File: config.mk
export PLATFORM = sky130hd
export DESIGN_NAME = gbcore_top
export DESIGN_NICKNAME = d
export VERILOG_FILES = /design/src/gbcore_pkg.sv /design/src/gbcore_alu.sv /design/src/gbcore_cpu.sv /design/src/gbcore_decoder.sv /design/src/gbcore_idu.sv /design/src/gbcore_top.sv
export VERILOG_INCLUDE_DIRS = /design/src
export SDC_FILE = /design/constraint.sdc
export NUM_CORES = 1
export LEC_CHECK = 0
export ABC_AREA = 1
export BUFFER_PORTS_ARGS = -buffer_cell sky130_fd_sc_hd__buf_2
export CORE_MARGIN = 10
export CORE_UTILIZATION = 35
export DETAILED_ROUTE_END_ITERATION = 8
export HOLD_SLACK_MARGIN = 0.08
export PLACE_DENSITY = 0.52
export SYNTH_ARGS = -nofsm -noshare
export SYNTH_HDL_FRONTEND = slang
export SYNTH_SLANG_ARGS = --single-unit
File: constraint.sdc
create_clock -name clk -period 5.14 [get_ports clk]
set_clock_uncertainty 0.05 [all_clocks]
set_input_delay 0.771 -clock clk [delete_from_list [all_inputs] [get_ports clk]]
set_output_delay 0.771 -clock clk [all_outputs]
set_load 0.02 [all_outputs]
File: src/gbcore_config.svh
`ifndef GBCORE_CONFIG_SVH
`define GBCORE_CONFIG_SVH

// T-phases of one M-cycle
`define GB_T1 2'd0
`define GB_T2 2'd1
`define GB_T3 2'd2
`define GB_T4 2'd3

// Address source for T1
`define GB_ADDR_PC   2'd0
`define GB_ADDR_HL   2'd1
`define GB_ADDR_NONE 2'd2

`define GB_BUS_NONE  2'd0
`define GB_BUS_READ  2'd1
`define GB_BUS_WRITE 2'd2

// Byte register selectors, SM83 order first
`define GB_R_B    4'd0
`define GB_R_C    4'd1
`define GB_R_D    4'd2
`define GB_R_E    4'd3
`define GB_R_H    4'd4
`define GB_R_L    4'd5
`define GB_R_MHL  4'd6
`define GB_R_A    4'd7
`define GB_R_Z    4'd8
`define GB_R_W    4'd9
`define GB_R_SPL  4'd10
`define GB_R_SPH  4'd11
`define GB_R_NONE 4'd15

// ALU ops 0..7 follow the y field of the opcode
`define GB_ALU_ADD  4'd0
`define GB_ALU_ADC  4'd1
`define GB_ALU_SUB  4'd2
`define GB_ALU_SBC  4'd3
`define GB_ALU_AND  4'd4
`define GB_ALU_XOR  4'd5
`define GB_ALU_OR   4'd6
`define GB_ALU_CP   4'd7
`define GB_ALU_INC  4'd8
`define GB_ALU_DEC  4'd9
`define GB_ALU_PASS 4'd10

`define GB_IDU_NONE 2'd0
`define GB_IDU_INC  2'd1
`define GB_IDU_DEC  2'd2

// 16-bit targets of the IDU, BC..SP match the p field
`define GB_PAIR_BC   3'd0
`define GB_PAIR_DE   3'd1
`define GB_PAIR_HL   3'd2
`define GB_PAIR_SP   3'd3
`define GB_PAIR_PC   3'd4
`define GB_PAIR_NONE 3'd7

`define GB_FLAG_Z 7
`define GB_FLAG_N 6
`define GB_FLAG_H 5
`define GB_FLAG_C 4

`define GB_PC_RESET 16'h0000
`define GB_SP_RESET 16'hFFFE

`define GB_MAX_MCYCLES 4
`define GB_OP_HALT     8'h76

`endif

File: src/gbcore_pkg.sv
`default_nettype none

package gbcore_pkg;

  `include "gbcore_config.svh"

  // x/y/z split used by the decoder
  typedef struct packed {
    logic [1:0] x;
    logic [2:0] y;
    logic [2:0] z;
  } opcode_fields_t;

  typedef union packed {
    logic [7:0]     raw;
    opcode_fields_t f;
  } opcode_u;

  // cc 0..3 is NZ, Z, NC, C
  function automatic logic cond_met(input logic [1:0] cc, input logic [7:0] flags);
    logic met;
    case (cc)
      2'd0:    met = !flags[`GB_FLAG_Z];
      2'd1:    met = flags[`GB_FLAG_Z];
      2'd2:    met = !flags[`GB_FLAG_C];
      default: met = flags[`GB_FLAG_C];
    endcase
    return met;
  endfunction

endpackage

`default_nettype wire

File: src/gbcore_alu.sv
`timescale 1ns/1ps
`default_nettype none

`include "gbcore_config.svh"

module gbcore_alu (
  input  logic [3:0] alu_op,
  input  logic [7:0] a,
  input  logic [7:0] b,
  input  logic       carry_in,
  output logic [7:0] result,
  output logic [7:0] flags,
  output logic       write_result
);

  logic [8:0] full;
  logic [4:0] half;
  logic       cin;

  always_comb begin
    cin          = (alu_op == `GB_ALU_ADC || alu_op == `GB_ALU_SBC) ? carry_in : 1'b0;
    full         = '0;
    half         = '0;
    result       = b;
    flags        = '0;
    write_result = 1'b1;

    case (alu_op)
      `GB_ALU_ADD, `GB_ALU_ADC: begin
        full   = {1'b0, a} + {1'b0, b} + {8'd0, cin};
        half   = {1'b0, a[3:0]} + {1'b0, b[3:0]} + {4'd0, cin};
        result = full[7:0];
        flags[`GB_FLAG_H] = half[4];
        flags[`GB_FLAG_C] = full[8];
      end
      `GB_ALU_SUB, `GB_ALU_SBC, `GB_ALU_CP: begin
        full   = {1'b0, a} - {1'b0, b} - {8'd0, cin};
        half   = {1'b0, a[3:0]} - {1'b0, b[3:0]} - {4'd0, cin};
        result = full[7:0];
        flags[`GB_FLAG_N] = 1'b1;
        flags[`GB_FLAG_H] = half[4];  // Borrow out of bit 3
        flags[`GB_FLAG_C] = full[8];
        write_result = (alu_op != `GB_ALU_CP);  // CP sets flags only
      end
      `GB_ALU_AND: begin
        result = a & b;
        flags[`GB_FLAG_H] = 1'b1;
      end
      `GB_ALU_XOR: result = a ^ b;
      `GB_ALU_OR:  result = a | b;
      `GB_ALU_INC: begin
        result = b + 8'd1;
        flags[`GB_FLAG_H] = (b[3:0] == 4'hF);
        flags[`GB_FLAG_C] = carry_in;
      end
      `GB_ALU_DEC: begin
        result = b - 8'd1;
        flags[`GB_FLAG_N] = 1'b1;
        flags[`GB_FLAG_H] = (b[3:0] == 4'h0);
        flags[`GB_FLAG_C] = carry_in;
      end
      default: result = b;  // PASS, flags ignored by the sequencer
    endcase

    flags[`GB_FLAG_Z] = (result == 8'h00);
  end

endmodule

`default_nettype wire

File: src/gbcore_cpu.sv
`timescale 1ns/1ps
`default_nettype none

`include "gbcore_config.svh"

module gbcore_cpu import gbcore_pkg::*; (
  input  logic        clk,
  input  logic        reset,
  input  logic [7:0]  rdata,
  input  logic [1:0]  addr_src,
  input  logic [1:0]  bus_op,
  input  logic [3:0]  bus_reg,
  input  logic [3:0]  alu_op,
  input  logic [3:0]  alu_dst,
  input  logic [1:0]  idu_op,
  input  logic [2:0]  idu_pair,
  input  logic        cond_check,
  input  logic [$clog2(`GB_MAX_MCYCLES)-1:0] last_mcycle,
  input  logic [7:0]  alu_result,
  input  logic [7:0]  alu_flags,
  input  logic        alu_write,
  input  logic [15:0] idu_result,
  output logic [15:0] addr_bus,
  output logic [7:0]  wdata,
  output logic        mem_read,
  output logic        mem_write,
  output logic        halted,
  output opcode_u     opcode,
  output logic [$clog2(`GB_MAX_MCYCLES)-1:0] mcycle,
  output logic [7:0]  alu_a,
  output logic [7:0]  alu_b,
  output logic        alu_carry,
  output logic [15:0] idu_operand
);

  logic [1:0]  t_phase;
  logic [7:0]  gpr [0:7];  // B C D E H L - A
  logic [7:0]  flags;
  logic [7:0]  z_latch;
  logic [7:0]  w_latch;
  logic [15:0] sp;
  logic [15:0] pc;
  logic [7:0]  sel_data;  // Byte named by bus_reg
  logic        wr_en;
  logic [3:0]  wr_sel;
  logic [7:0]  wr_data;

  always_comb begin
    case (bus_reg)
      `GB_R_Z:   sel_data = z_latch;
      `GB_R_W:   sel_data = w_latch;
      `GB_R_SPL: sel_data = sp[7:0];
      `GB_R_SPH: sel_data = sp[15:8];
      default:   sel_data = gpr[bus_reg[2:0]];
    endcase
  end

  assign alu_a     = gpr[3'(`GB_R_A)];
  assign alu_b     = sel_data;
  assign alu_carry = flags[`GB_FLAG_C];

  // No IDU op means the WZ latches move into the pair
  always_comb begin
    if (idu_op == `GB_IDU_NONE) begin
      idu_operand = {w_latch, z_latch};
    end else begin
      case (idu_pair)
        `GB_PAIR_BC: idu_operand = {gpr[3'(`GB_R_B)], gpr[3'(`GB_R_C)]};
        `GB_PAIR_DE: idu_operand = {gpr[3'(`GB_R_D)], gpr[3'(`GB_R_E)]};
        `GB_PAIR_HL: idu_operand = {gpr[3'(`GB_R_H)], gpr[3'(`GB_R_L)]};
        `GB_PAIR_SP: idu_operand = sp;
        default:     idu_operand = pc;
      endcase
    end
  end

  // One byte write port, bus loads in T3 and ALU results in T4
  always_comb begin
    wr_en   = 1'b0;
    wr_sel  = bus_reg;
    wr_data = rdata;
    if (t_phase == `GB_T3 && bus_op == `GB_BUS_READ && mcycle != '0) begin
      wr_en = 1'b1;
    end else if (t_phase == `GB_T4 && alu_write && alu_dst != `GB_R_NONE) begin
      wr_en   = 1'b1;
      wr_sel  = alu_dst;
      wr_data = alu_result;
    end
  end

  always_ff @(posedge clk) begin
    if (t_phase == `GB_T2 && bus_op == `GB_BUS_WRITE)
      wdata <= sel_data;
  end

  always_ff @(posedge clk or posedge reset) begin
    if (reset) begin
      t_phase    <= `GB_T1;
      mcycle     <= '0;
      addr_bus   <= `GB_PC_RESET;
      mem_read   <= 1'b0;
      mem_write  <= 1'b0;
      halted     <= 1'b0;
      opcode.raw <= 8'h00;  // Decodes as NOP
      pc         <= `GB_PC_RESET;
      sp         <= `GB_SP_RESET;
      flags      <= 8'h00;
      z_latch    <= 8'h00;
      w_latch    <= 8'h00;
      for (int i = 0; i < 8; i++)
        gpr[i] <= 8'h00;
    end else if (!halted) begin
      case (t_phase)
        `GB_T1: begin
          if (addr_src == `GB_ADDR_PC)
            addr_bus <= pc;
          else if (addr_src == `GB_ADDR_HL)
            addr_bus <= {gpr[3'(`GB_R_H)], gpr[3'(`GB_R_L)]};
          t_phase <= `GB_T2;
        end
        `GB_T2: begin
          mem_read  <= (bus_op == `GB_BUS_READ);
          mem_write <= (bus_op == `GB_BUS_WRITE);
          t_phase   <= `GB_T3;
        end
        `GB_T3: begin
          if (mcycle == '0)
            opcode.raw <= rdata;  // Fetch fills the opcode latch
          t_phase <= `GB_T4;
        end
        default: begin
          mem_read  <= 1'b0;
          mem_write <= 1'b0;
          if (alu_op != `GB_ALU_PASS)
            flags <= alu_flags;
          case (idu_pair)
            `GB_PAIR_BC: {gpr[3'(`GB_R_B)], gpr[3'(`GB_R_C)]} <= idu_result;
            `GB_PAIR_DE: {gpr[3'(`GB_R_D)], gpr[3'(`GB_R_E)]} <= idu_result;
            `GB_PAIR_HL: {gpr[3'(`GB_R_H)], gpr[3'(`GB_R_L)]} <= idu_result;
            `GB_PAIR_SP: sp <= idu_result;
            `GB_PAIR_PC: pc <= idu_result;
            default: ;
          endcase
          if (mcycle == '0 && opcode.raw == `GB_OP_HALT)
            halted <= 1'b1;
          else if (cond_check && !cond_met(opcode.f.y[1:0], flags))
            mcycle <= '0;  // Untaken JP cc ends here
          else if (mcycle == last_mcycle)
            mcycle <= '0;
          else
            mcycle <= mcycle + 1'b1;
          t_phase <= `GB_T1;
        end
      endcase

      if (wr_en) begin
        case (wr_sel)
          `GB_R_Z:   z_latch  <= wr_data;
          `GB_R_W:   w_latch  <= wr_data;
          `GB_R_SPL: sp[7:0]  <= wr_data;
          `GB_R_SPH: sp[15:8] <= wr_data;
          default:   gpr[wr_sel[2:0]] <= wr_data;
        endcase
      end
    end
  end

endmodule

`default_nettype wire

File: src/gbcore_decoder.sv
`timescale 1ns/1ps
`default_nettype none

`include "gbcore_config.svh"

module gbcore_decoder import gbcore_pkg::*; (
  input  opcode_u    opcode,
  input  logic [1:0] mcycle,
  output logic [1:0] addr_src,
  output logic [1:0] bus_op,
  output logic [3:0] bus_reg,
  output logic [3:0] alu_op,
  output logic [3:0] alu_dst,
  output logic [1:0] idu_op,
  output logic [2:0] idu_pair,
  output logic       cond_check,
  output logic [1:0] last_mcycle
);

  logic [2:0] y;
  logic [2:0] z;
  logic       y_is_mem;  // y names (HL)
  logic       z_is_mem;

  assign y = opcode.f.y;
  assign z = opcode.f.z;
  assign y_is_mem = ({1'b0, y} == `GB_R_MHL);
  assign z_is_mem = ({1'b0, z} == `GB_R_MHL);

  always_comb begin
    addr_src    = `GB_ADDR_NONE;
    bus_op      = `GB_BUS_NONE;
    bus_reg     = `GB_R_NONE;
    alu_op      = `GB_ALU_PASS;
    alu_dst     = `GB_R_NONE;
    idu_op      = `GB_IDU_NONE;
    idu_pair    = `GB_PAIR_NONE;
    cond_check  = 1'b0;
    last_mcycle = 2'd0;

    // Fetch cycle is the same for every opcode
    if (mcycle == 2'd0) begin
      addr_src = `GB_ADDR_PC;
      bus_op   = `GB_BUS_READ;
      idu_op   = `GB_IDU_INC;
      idu_pair = `GB_PAIR_PC;
    end

    case (opcode.f.x)
      2'b00: begin
        case (z)
          3'd1: if (!y[0]) begin  // LD rr,d16
            last_mcycle = 2'd2;
            if (mcycle != 2'd0) begin
              addr_src = `GB_ADDR_PC;
              bus_op   = `GB_BUS_READ;
              idu_op   = `GB_IDU_INC;
              idu_pair = `GB_PAIR_PC;
              if (y[2:1] == 2'd3)
                bus_reg = (mcycle == 2'd1) ? `GB_R_SPL : `GB_R_SPH;
              else
                bus_reg = {1'b0, y[2:1], (mcycle == 2'd1)};  // Low byte first
            end
          end
          3'd3: begin  // INC rr / DEC rr
            last_mcycle = 2'd1;
            if (mcycle == 2'd1) begin
              idu_op   = y[0] ? `GB_IDU_DEC : `GB_IDU_INC;
              idu_pair = {1'b0, y[2:1]};
            end
          end
          3'd4, 3'd5: if (!y_is_mem) begin
            bus_reg = {1'b0, y};  // Operand goes in on b
            alu_op  = (z == 3'd4) ? `GB_ALU_INC : `GB_ALU_DEC;
            alu_dst = {1'b0, y};
          end
          3'd6: begin
            last_mcycle = y_is_mem ? 2'd2 : 2'd1;
            if (mcycle == 2'd1) begin
              addr_src = `GB_ADDR_PC;
              bus_op   = `GB_BUS_READ;
              idu_op   = `GB_IDU_INC;
              idu_pair = `GB_PAIR_PC;
              bus_reg  = y_is_mem ? `GB_R_Z : {1'b0, y};
            end else if (mcycle == 2'd2) begin
              addr_src = `GB_ADDR_HL;  // LD (HL),d8 store
              bus_op   = `GB_BUS_WRITE;
              bus_reg  = `GB_R_Z;
            end
          end
          default: ;
        endcase
      end
      2'b01: begin
        if (y_is_mem && z_is_mem) begin
          last_mcycle = 2'd0;  // HALT, the sequencer stops on it
        end else if (z_is_mem || y_is_mem) begin
          last_mcycle = 2'd1;
          if (mcycle == 2'd1) begin
            addr_src = `GB_ADDR_HL;
            bus_op   = z_is_mem ? `GB_BUS_READ : `GB_BUS_WRITE;
            bus_reg  = z_is_mem ? {1'b0, y} : {1'b0, z};
          end
        end else begin
          bus_reg = {1'b0, z};
          alu_dst = {1'b0, y};
        end
      end
      2'b10: begin
        if (z_is_mem) begin
          last_mcycle = 2'd1;
          if (mcycle == 2'd1) begin
            addr_src = `GB_ADDR_HL;
            bus_op   = `GB_BUS_READ;
            bus_reg  = `GB_R_Z;
            alu_op   = {1'b0, y};
            alu_dst  = `GB_R_A;
          end
        end else begin
          bus_reg = {1'b0, z};
          alu_op  = {1'b0, y};
          alu_dst = `GB_R_A;
        end
      end
      default: begin
        if (z_is_mem) begin  // ALU A,d8
          last_mcycle = 2'd1;
          if (mcycle == 2'd1) begin
            addr_src = `GB_ADDR_PC;
            bus_op   = `GB_BUS_READ;
            idu_op   = `GB_IDU_INC;
            idu_pair = `GB_PAIR_PC;
            bus_reg  = `GB_R_Z;
            alu_op   = {1'b0, y};
            alu_dst  = `GB_R_A;
          end
        end else if ((z == 3'd3 && y == 3'd0) || (z == 3'd2 && !y[2])) begin
          last_mcycle = 2'd3;
          if (mcycle == 2'd1 || mcycle == 2'd2) begin
            addr_src   = `GB_ADDR_PC;
            bus_op     = `GB_BUS_READ;
            idu_op     = `GB_IDU_INC;
            idu_pair   = `GB_PAIR_PC;
            bus_reg    = (mcycle == 2'd1) ? `GB_R_Z : `GB_R_W;
            cond_check = (mcycle == 2'd2) && (z == 3'd2);
          end else if (mcycle == 2'd3) begin
            idu_pair = `GB_PAIR_PC;  // PC takes WZ
          end
        end
      end
    endcase
  end

endmodule

`default_nettype wire

File: src/gbcore_idu.sv
`timescale 1ns/1ps
`default_nettype none

`include "gbcore_config.svh"

module gbcore_idu (
  input  logic [1:0]  idu_op,
  input  logic [15:0] operand,
  output logic [15:0] result
);

  // Runs beside the ALU in T4, wraps at 16 bits
  always_comb begin
    case (idu_op)
      `GB_IDU_INC: result = operand + 16'd1;
      `GB_IDU_DEC: result = operand - 16'd1;
      default:     result = operand;  // Plain transfer, as for JP
    endcase
  end

endmodule

`default_nettype wire

File: src/gbcore_top.sv
`timescale 1ns/1ps
`default_nettype none

module gbcore_top import gbcore_pkg::*; (
  input  logic        clk,
  input  logic        reset,
  input  logic [7:0]  rdata,
  output logic [15:0] addr_bus,
  output logic [7:0]  wdata,
  output logic        mem_read,
  output logic        mem_write,
  output logic        halted
);

  opcode_u     opcode;
  logic [1:0]  mcycle;
  logic [1:0]  addr_src;
  logic [1:0]  bus_op;
  logic [3:0]  bus_reg;
  logic [3:0]  alu_op;
  logic [3:0]  alu_dst;
  logic [1:0]  idu_op;
  logic [2:0]  idu_pair;
  logic        cond_check;
  logic [1:0]  last_mcycle;
  logic [7:0]  alu_a;
  logic [7:0]  alu_b;
  logic        alu_carry;
  logic [7:0]  alu_result;
  logic [7:0]  alu_flags;
  logic        alu_write;
  logic [15:0] idu_operand;
  logic [15:0] idu_result;

  gbcore_decoder decoder0 (
    .opcode      (opcode),
    .mcycle      (mcycle),
    .addr_src    (addr_src),
    .bus_op      (bus_op),
    .bus_reg     (bus_reg),
    .alu_op      (alu_op),
    .alu_dst     (alu_dst),
    .idu_op      (idu_op),
    .idu_pair    (idu_pair),
    .cond_check  (cond_check),
    .last_mcycle (last_mcycle)
  );

  gbcore_alu alu0 (
    .alu_op       (alu_op),
    .a            (alu_a),
    .b            (alu_b),
    .carry_in     (alu_carry),
    .result       (alu_result),
    .flags        (alu_flags),
    .write_result (alu_write)
  );

  gbcore_idu idu0 (
    .idu_op  (idu_op),
    .operand (idu_operand),
    .result  (idu_result)
  );

  gbcore_cpu cpu0 (
    .clk         (clk),
    .reset       (reset),
    .rdata       (rdata),
    .addr_src    (addr_src),
    .bus_op      (bus_op),
    .bus_reg     (bus_reg),
    .alu_op      (alu_op),
    .alu_dst     (alu_dst),
    .idu_op      (idu_op),
    .idu_pair    (idu_pair),
    .cond_check  (cond_check),
    .last_mcycle (last_mcycle),
    .alu_result  (alu_result),
    .alu_flags   (alu_flags),
    .alu_write   (alu_write),
    .idu_result  (idu_result),
    .addr_bus    (addr_bus),
    .wdata       (wdata),
    .mem_read    (mem_read),
    .mem_write   (mem_write),
    .halted      (halted),
    .opcode      (opcode),
    .mcycle      (mcycle),
    .alu_a       (alu_a),
    .alu_b       (alu_b),
    .alu_carry   (alu_carry),
    .idu_operand (idu_operand)
  );

endmodule

`default_nettype wire

==> results.tsv <==
stage	metric	value	unit
run_status	outcome	finished, final reports clean	
sta	rsz0062_at_grt	true	
drt	dr.pass1.iters	7	
clocking	clock-sinks	153	
worst_setup_path	critPathCaptureType	flop	
worst_setup_path	required	5.49	ns
grt	grt_pass1_vias	13777	
clocking	clk_path_buf_depth	2	
sta	timing.slew.headroom	0.381	
floorplan	ios	37	
clocking	cts_tree	yes	
sta	timing.final.hold_violations	0	
synth	synthTopCellsByArea	dfrtp_1 (25%), nand2_1 (16%), ha_1 (6.8%), a21oi_1 (6.0%), inv_1 (5.4%)	
sta	hold_ws	0.426	ns
worst_setup_path	path_max_fanout	6	
drt	vias	14426	
layout	drive_above_1_share	0.290	
synth	ys_ff_latch	153	
hold_path	holdCritPathClass	in2async	
clocking	htree_levels	4	
floorplan	num_rows	69	
worst_setup_path	critPathKind	reg2reg	
grt	grt_start_max_net_pins	81	
synth	yosysTopAreaCell	dfrtp_1	
clocking	path_clk_slew	0.07	ns
worst_setup_path	arrival	5.48	ns
layout	nNetsFinal	2248	
drt	drt-total-wl	55700	um
synth	async_flop_share	0.948	
floorplan	fp.dieW	211	um
synth	syn_inst	1876	
sta	drv_slew	0	
layout	syn2layout_area_growth	34.0	%
flow_run	drv_cap	0	
sta	clock.fmax	195	MHz
synth	yosysWarningCount	0	
sta	fin_crit	5.13	ns
worst_setup_path	r2r_start	cpu0.opcode[4]$_DFFE_PP0P_	
sta	fin_crit_sh	0.997	
clocking	cts_root_buffer	clkbuf_16	
worst_setup_path	r2r-end	cpu0.gpr[27]$_DFFE_PP0N_	
worst_setup_path	worst-r2r-setup-slack	0.01	ns
drt	route.detailed.drc	0	
worst_setup_path	ff2ff_path_depth	43	
drt	ant_nets	0	
synth	synth_edf_count	8	
drt	drtIter0Drc	1507	
clocking	cts_hold_buffers	0	
worst_setup_path	cp-start-kind	flop	
placed_design	place_area	15200	um2
grt	overflow	0	
worst_setup_path	slowest_stage	dfrtp_1	
layout	seq_area	3890	um2
synth	yosysSeqAreaShare	0.305	
placed_design	place_hpwl	42300	um
sta	final-setup-viol-count	0	
placed_design	io_buffers	36	
floorplan	die_h	211	um
synth	avgSynthCellArea	6.80	um2
worst_setup_path	slowest_delay	0.40	ns
synth	synth_top_cells_by_count	nand2_1 (535), inv_1 (183), a21oi_1 (153)	
clocking	clkLatencyLatePin	0.46	ns
grt	grt_pass1_wl	84000	um
floorplan	dieArea	44500	um2
clocking	cts_buffers	17	
synth	syn_area	12800	um2
synth	synth.most_common_cell	nand2_1	
layout	diodes	0	
placed_design	place_congestion	0.988	
layout	fill_cells	3623	
drt	wl_per_cell	21.1	um
synth	yosysTopAreaCellShare	0.255	
synth	synthFlopType	dfrtp_1	
layout	multiInputGateArea	8530	um2
floorplan	start_util	0.357	
floorplan	core_area	35700	um2
layout	fin_area	17100	um2
synth	synth.distinct_cells	58	
synth	syn_nets	1961	
grt	grt.total_usage	0.245	
worst_setup_path	path_common_cell	buf_4	
sta	worst_pin_slew	0.928	ns
grt	antenna_found_initial	0	
drt	vias_per_cell	5.47	
[routing by layer]
metal,vias to the layer above,share of wire,global-route usage
met3,86,0.071,0.0361
met1,6874,0.44,0.329
met2,564,0.46,0.403
li1,6902,-,-
met5,-,0,0
met4,0,0.027,0.0662
[cell usage in the layout (no fill, tap or decap), drive strengths merged, types with 26 or more instances in the layout]
| cell | synthesis | routed |
|---|---|---|
| o22ai | 26 | 26 |
| nand2 | 552 | 553 |
| ha | 69 | 69 |
| o211ai | 50 | 50 |
| dfrtp | 130 | 130 |
| nand3 | 129 | 129 |
| a21oi | 160 | 160 |
| inv | 207 | 219 |
| buf | 33 | 338 |
| o21ai | 193 | 194 |
| nor2 | 113 | 113 |
[how the worst max path moves through the flow]
stage | from | endpoint | cells after the start
2_1_floorplan | cpu0.opcode[4]$_DFFE_PP0P_ | cpu0.gpr[31]$_DFFE_PP0N_ | 40
5_1_grt | cpu0.mcycle[1]$_DFFE_PP0P_ | cpu0.gpr[62]$_DFFE_PP0N_ | 39
3_3_place_gp | cpu0.opcode[4]$_DFFE_PP0P_ | cpu0.gpr[38]$_DFFE_PP0N_ | 37
4_1_cts | cpu0.opcode[5]$_DFFE_PP0P_ | cpu0.gpr[31]$_DFFE_PP0N_ | 38
6_report | cpu0.opcode[4]$_DFFE_PP0P_ | cpu0.gpr[27]$_DFFE_PP0N_ | 43
3_5_place_dp | cpu0.mcycle[1]$_DFFE_PP0P_ | cpu0.gpr[38]$_DFFE_PP0N_ | 35
[worst max-delay path: cells and delay by family, from the launching register on]
kind,cells,cell delay [ns]
compound gates,8,0.86
simple gates,12,1.02
fa+ha+maj,2,0.32
flops,1,0.40
buf+inv,21,2.41
[kinds of logic after synthesis]
logic type	share of synthesized area
simple gates	0.287
compound gates	0.233
buf+inv	0.0898
flops	0.305
fa+ha+maj	0.0770
xor+xnor	0.00686
mux	0.00176
[what timing repair did]
item	in CTS	in global routing
resized for setup	54	188
buffers inserted	18	22
pin swaps	10	77
setup endpoints to repair	68	85
cloned	2	3
[layout make-up]
cell class                      count  share of cell area
Inverter                          210              0.0478
Timing Repair inverter              1            0.000658
Sequential cell                   153               0.228
Clock inverter                     15              0.0100
Multi-Input combinational cell   1440               0.499
Timing Repair Buffer              340               0.157
Clock buffer                       17              0.0249
Tap cell                          461              0.0337
[through the flow]
step | setup TNS (ns) | instances | util | setup slack [ns]
6_report | 0 | 2637 | 0.479 | 0.0148
2_1_floorplan | 0 | 1876 | - | 0.234
3_3_place_gp | -9.64 | 2561 | 0.426 | -0.426
4_1_cts | 0 | 2613 | 0.453 | 0.000619
5_1_grt | -6.52 | 2637 | 0.479 | -0.199
3_5_place_dp | -11.22 | 2561 | 0.426 | -0.472
Power is left out: the tool's default activity adds up to more than one toggle a clock period on the data nets, which glitch-free logic cannot reach.
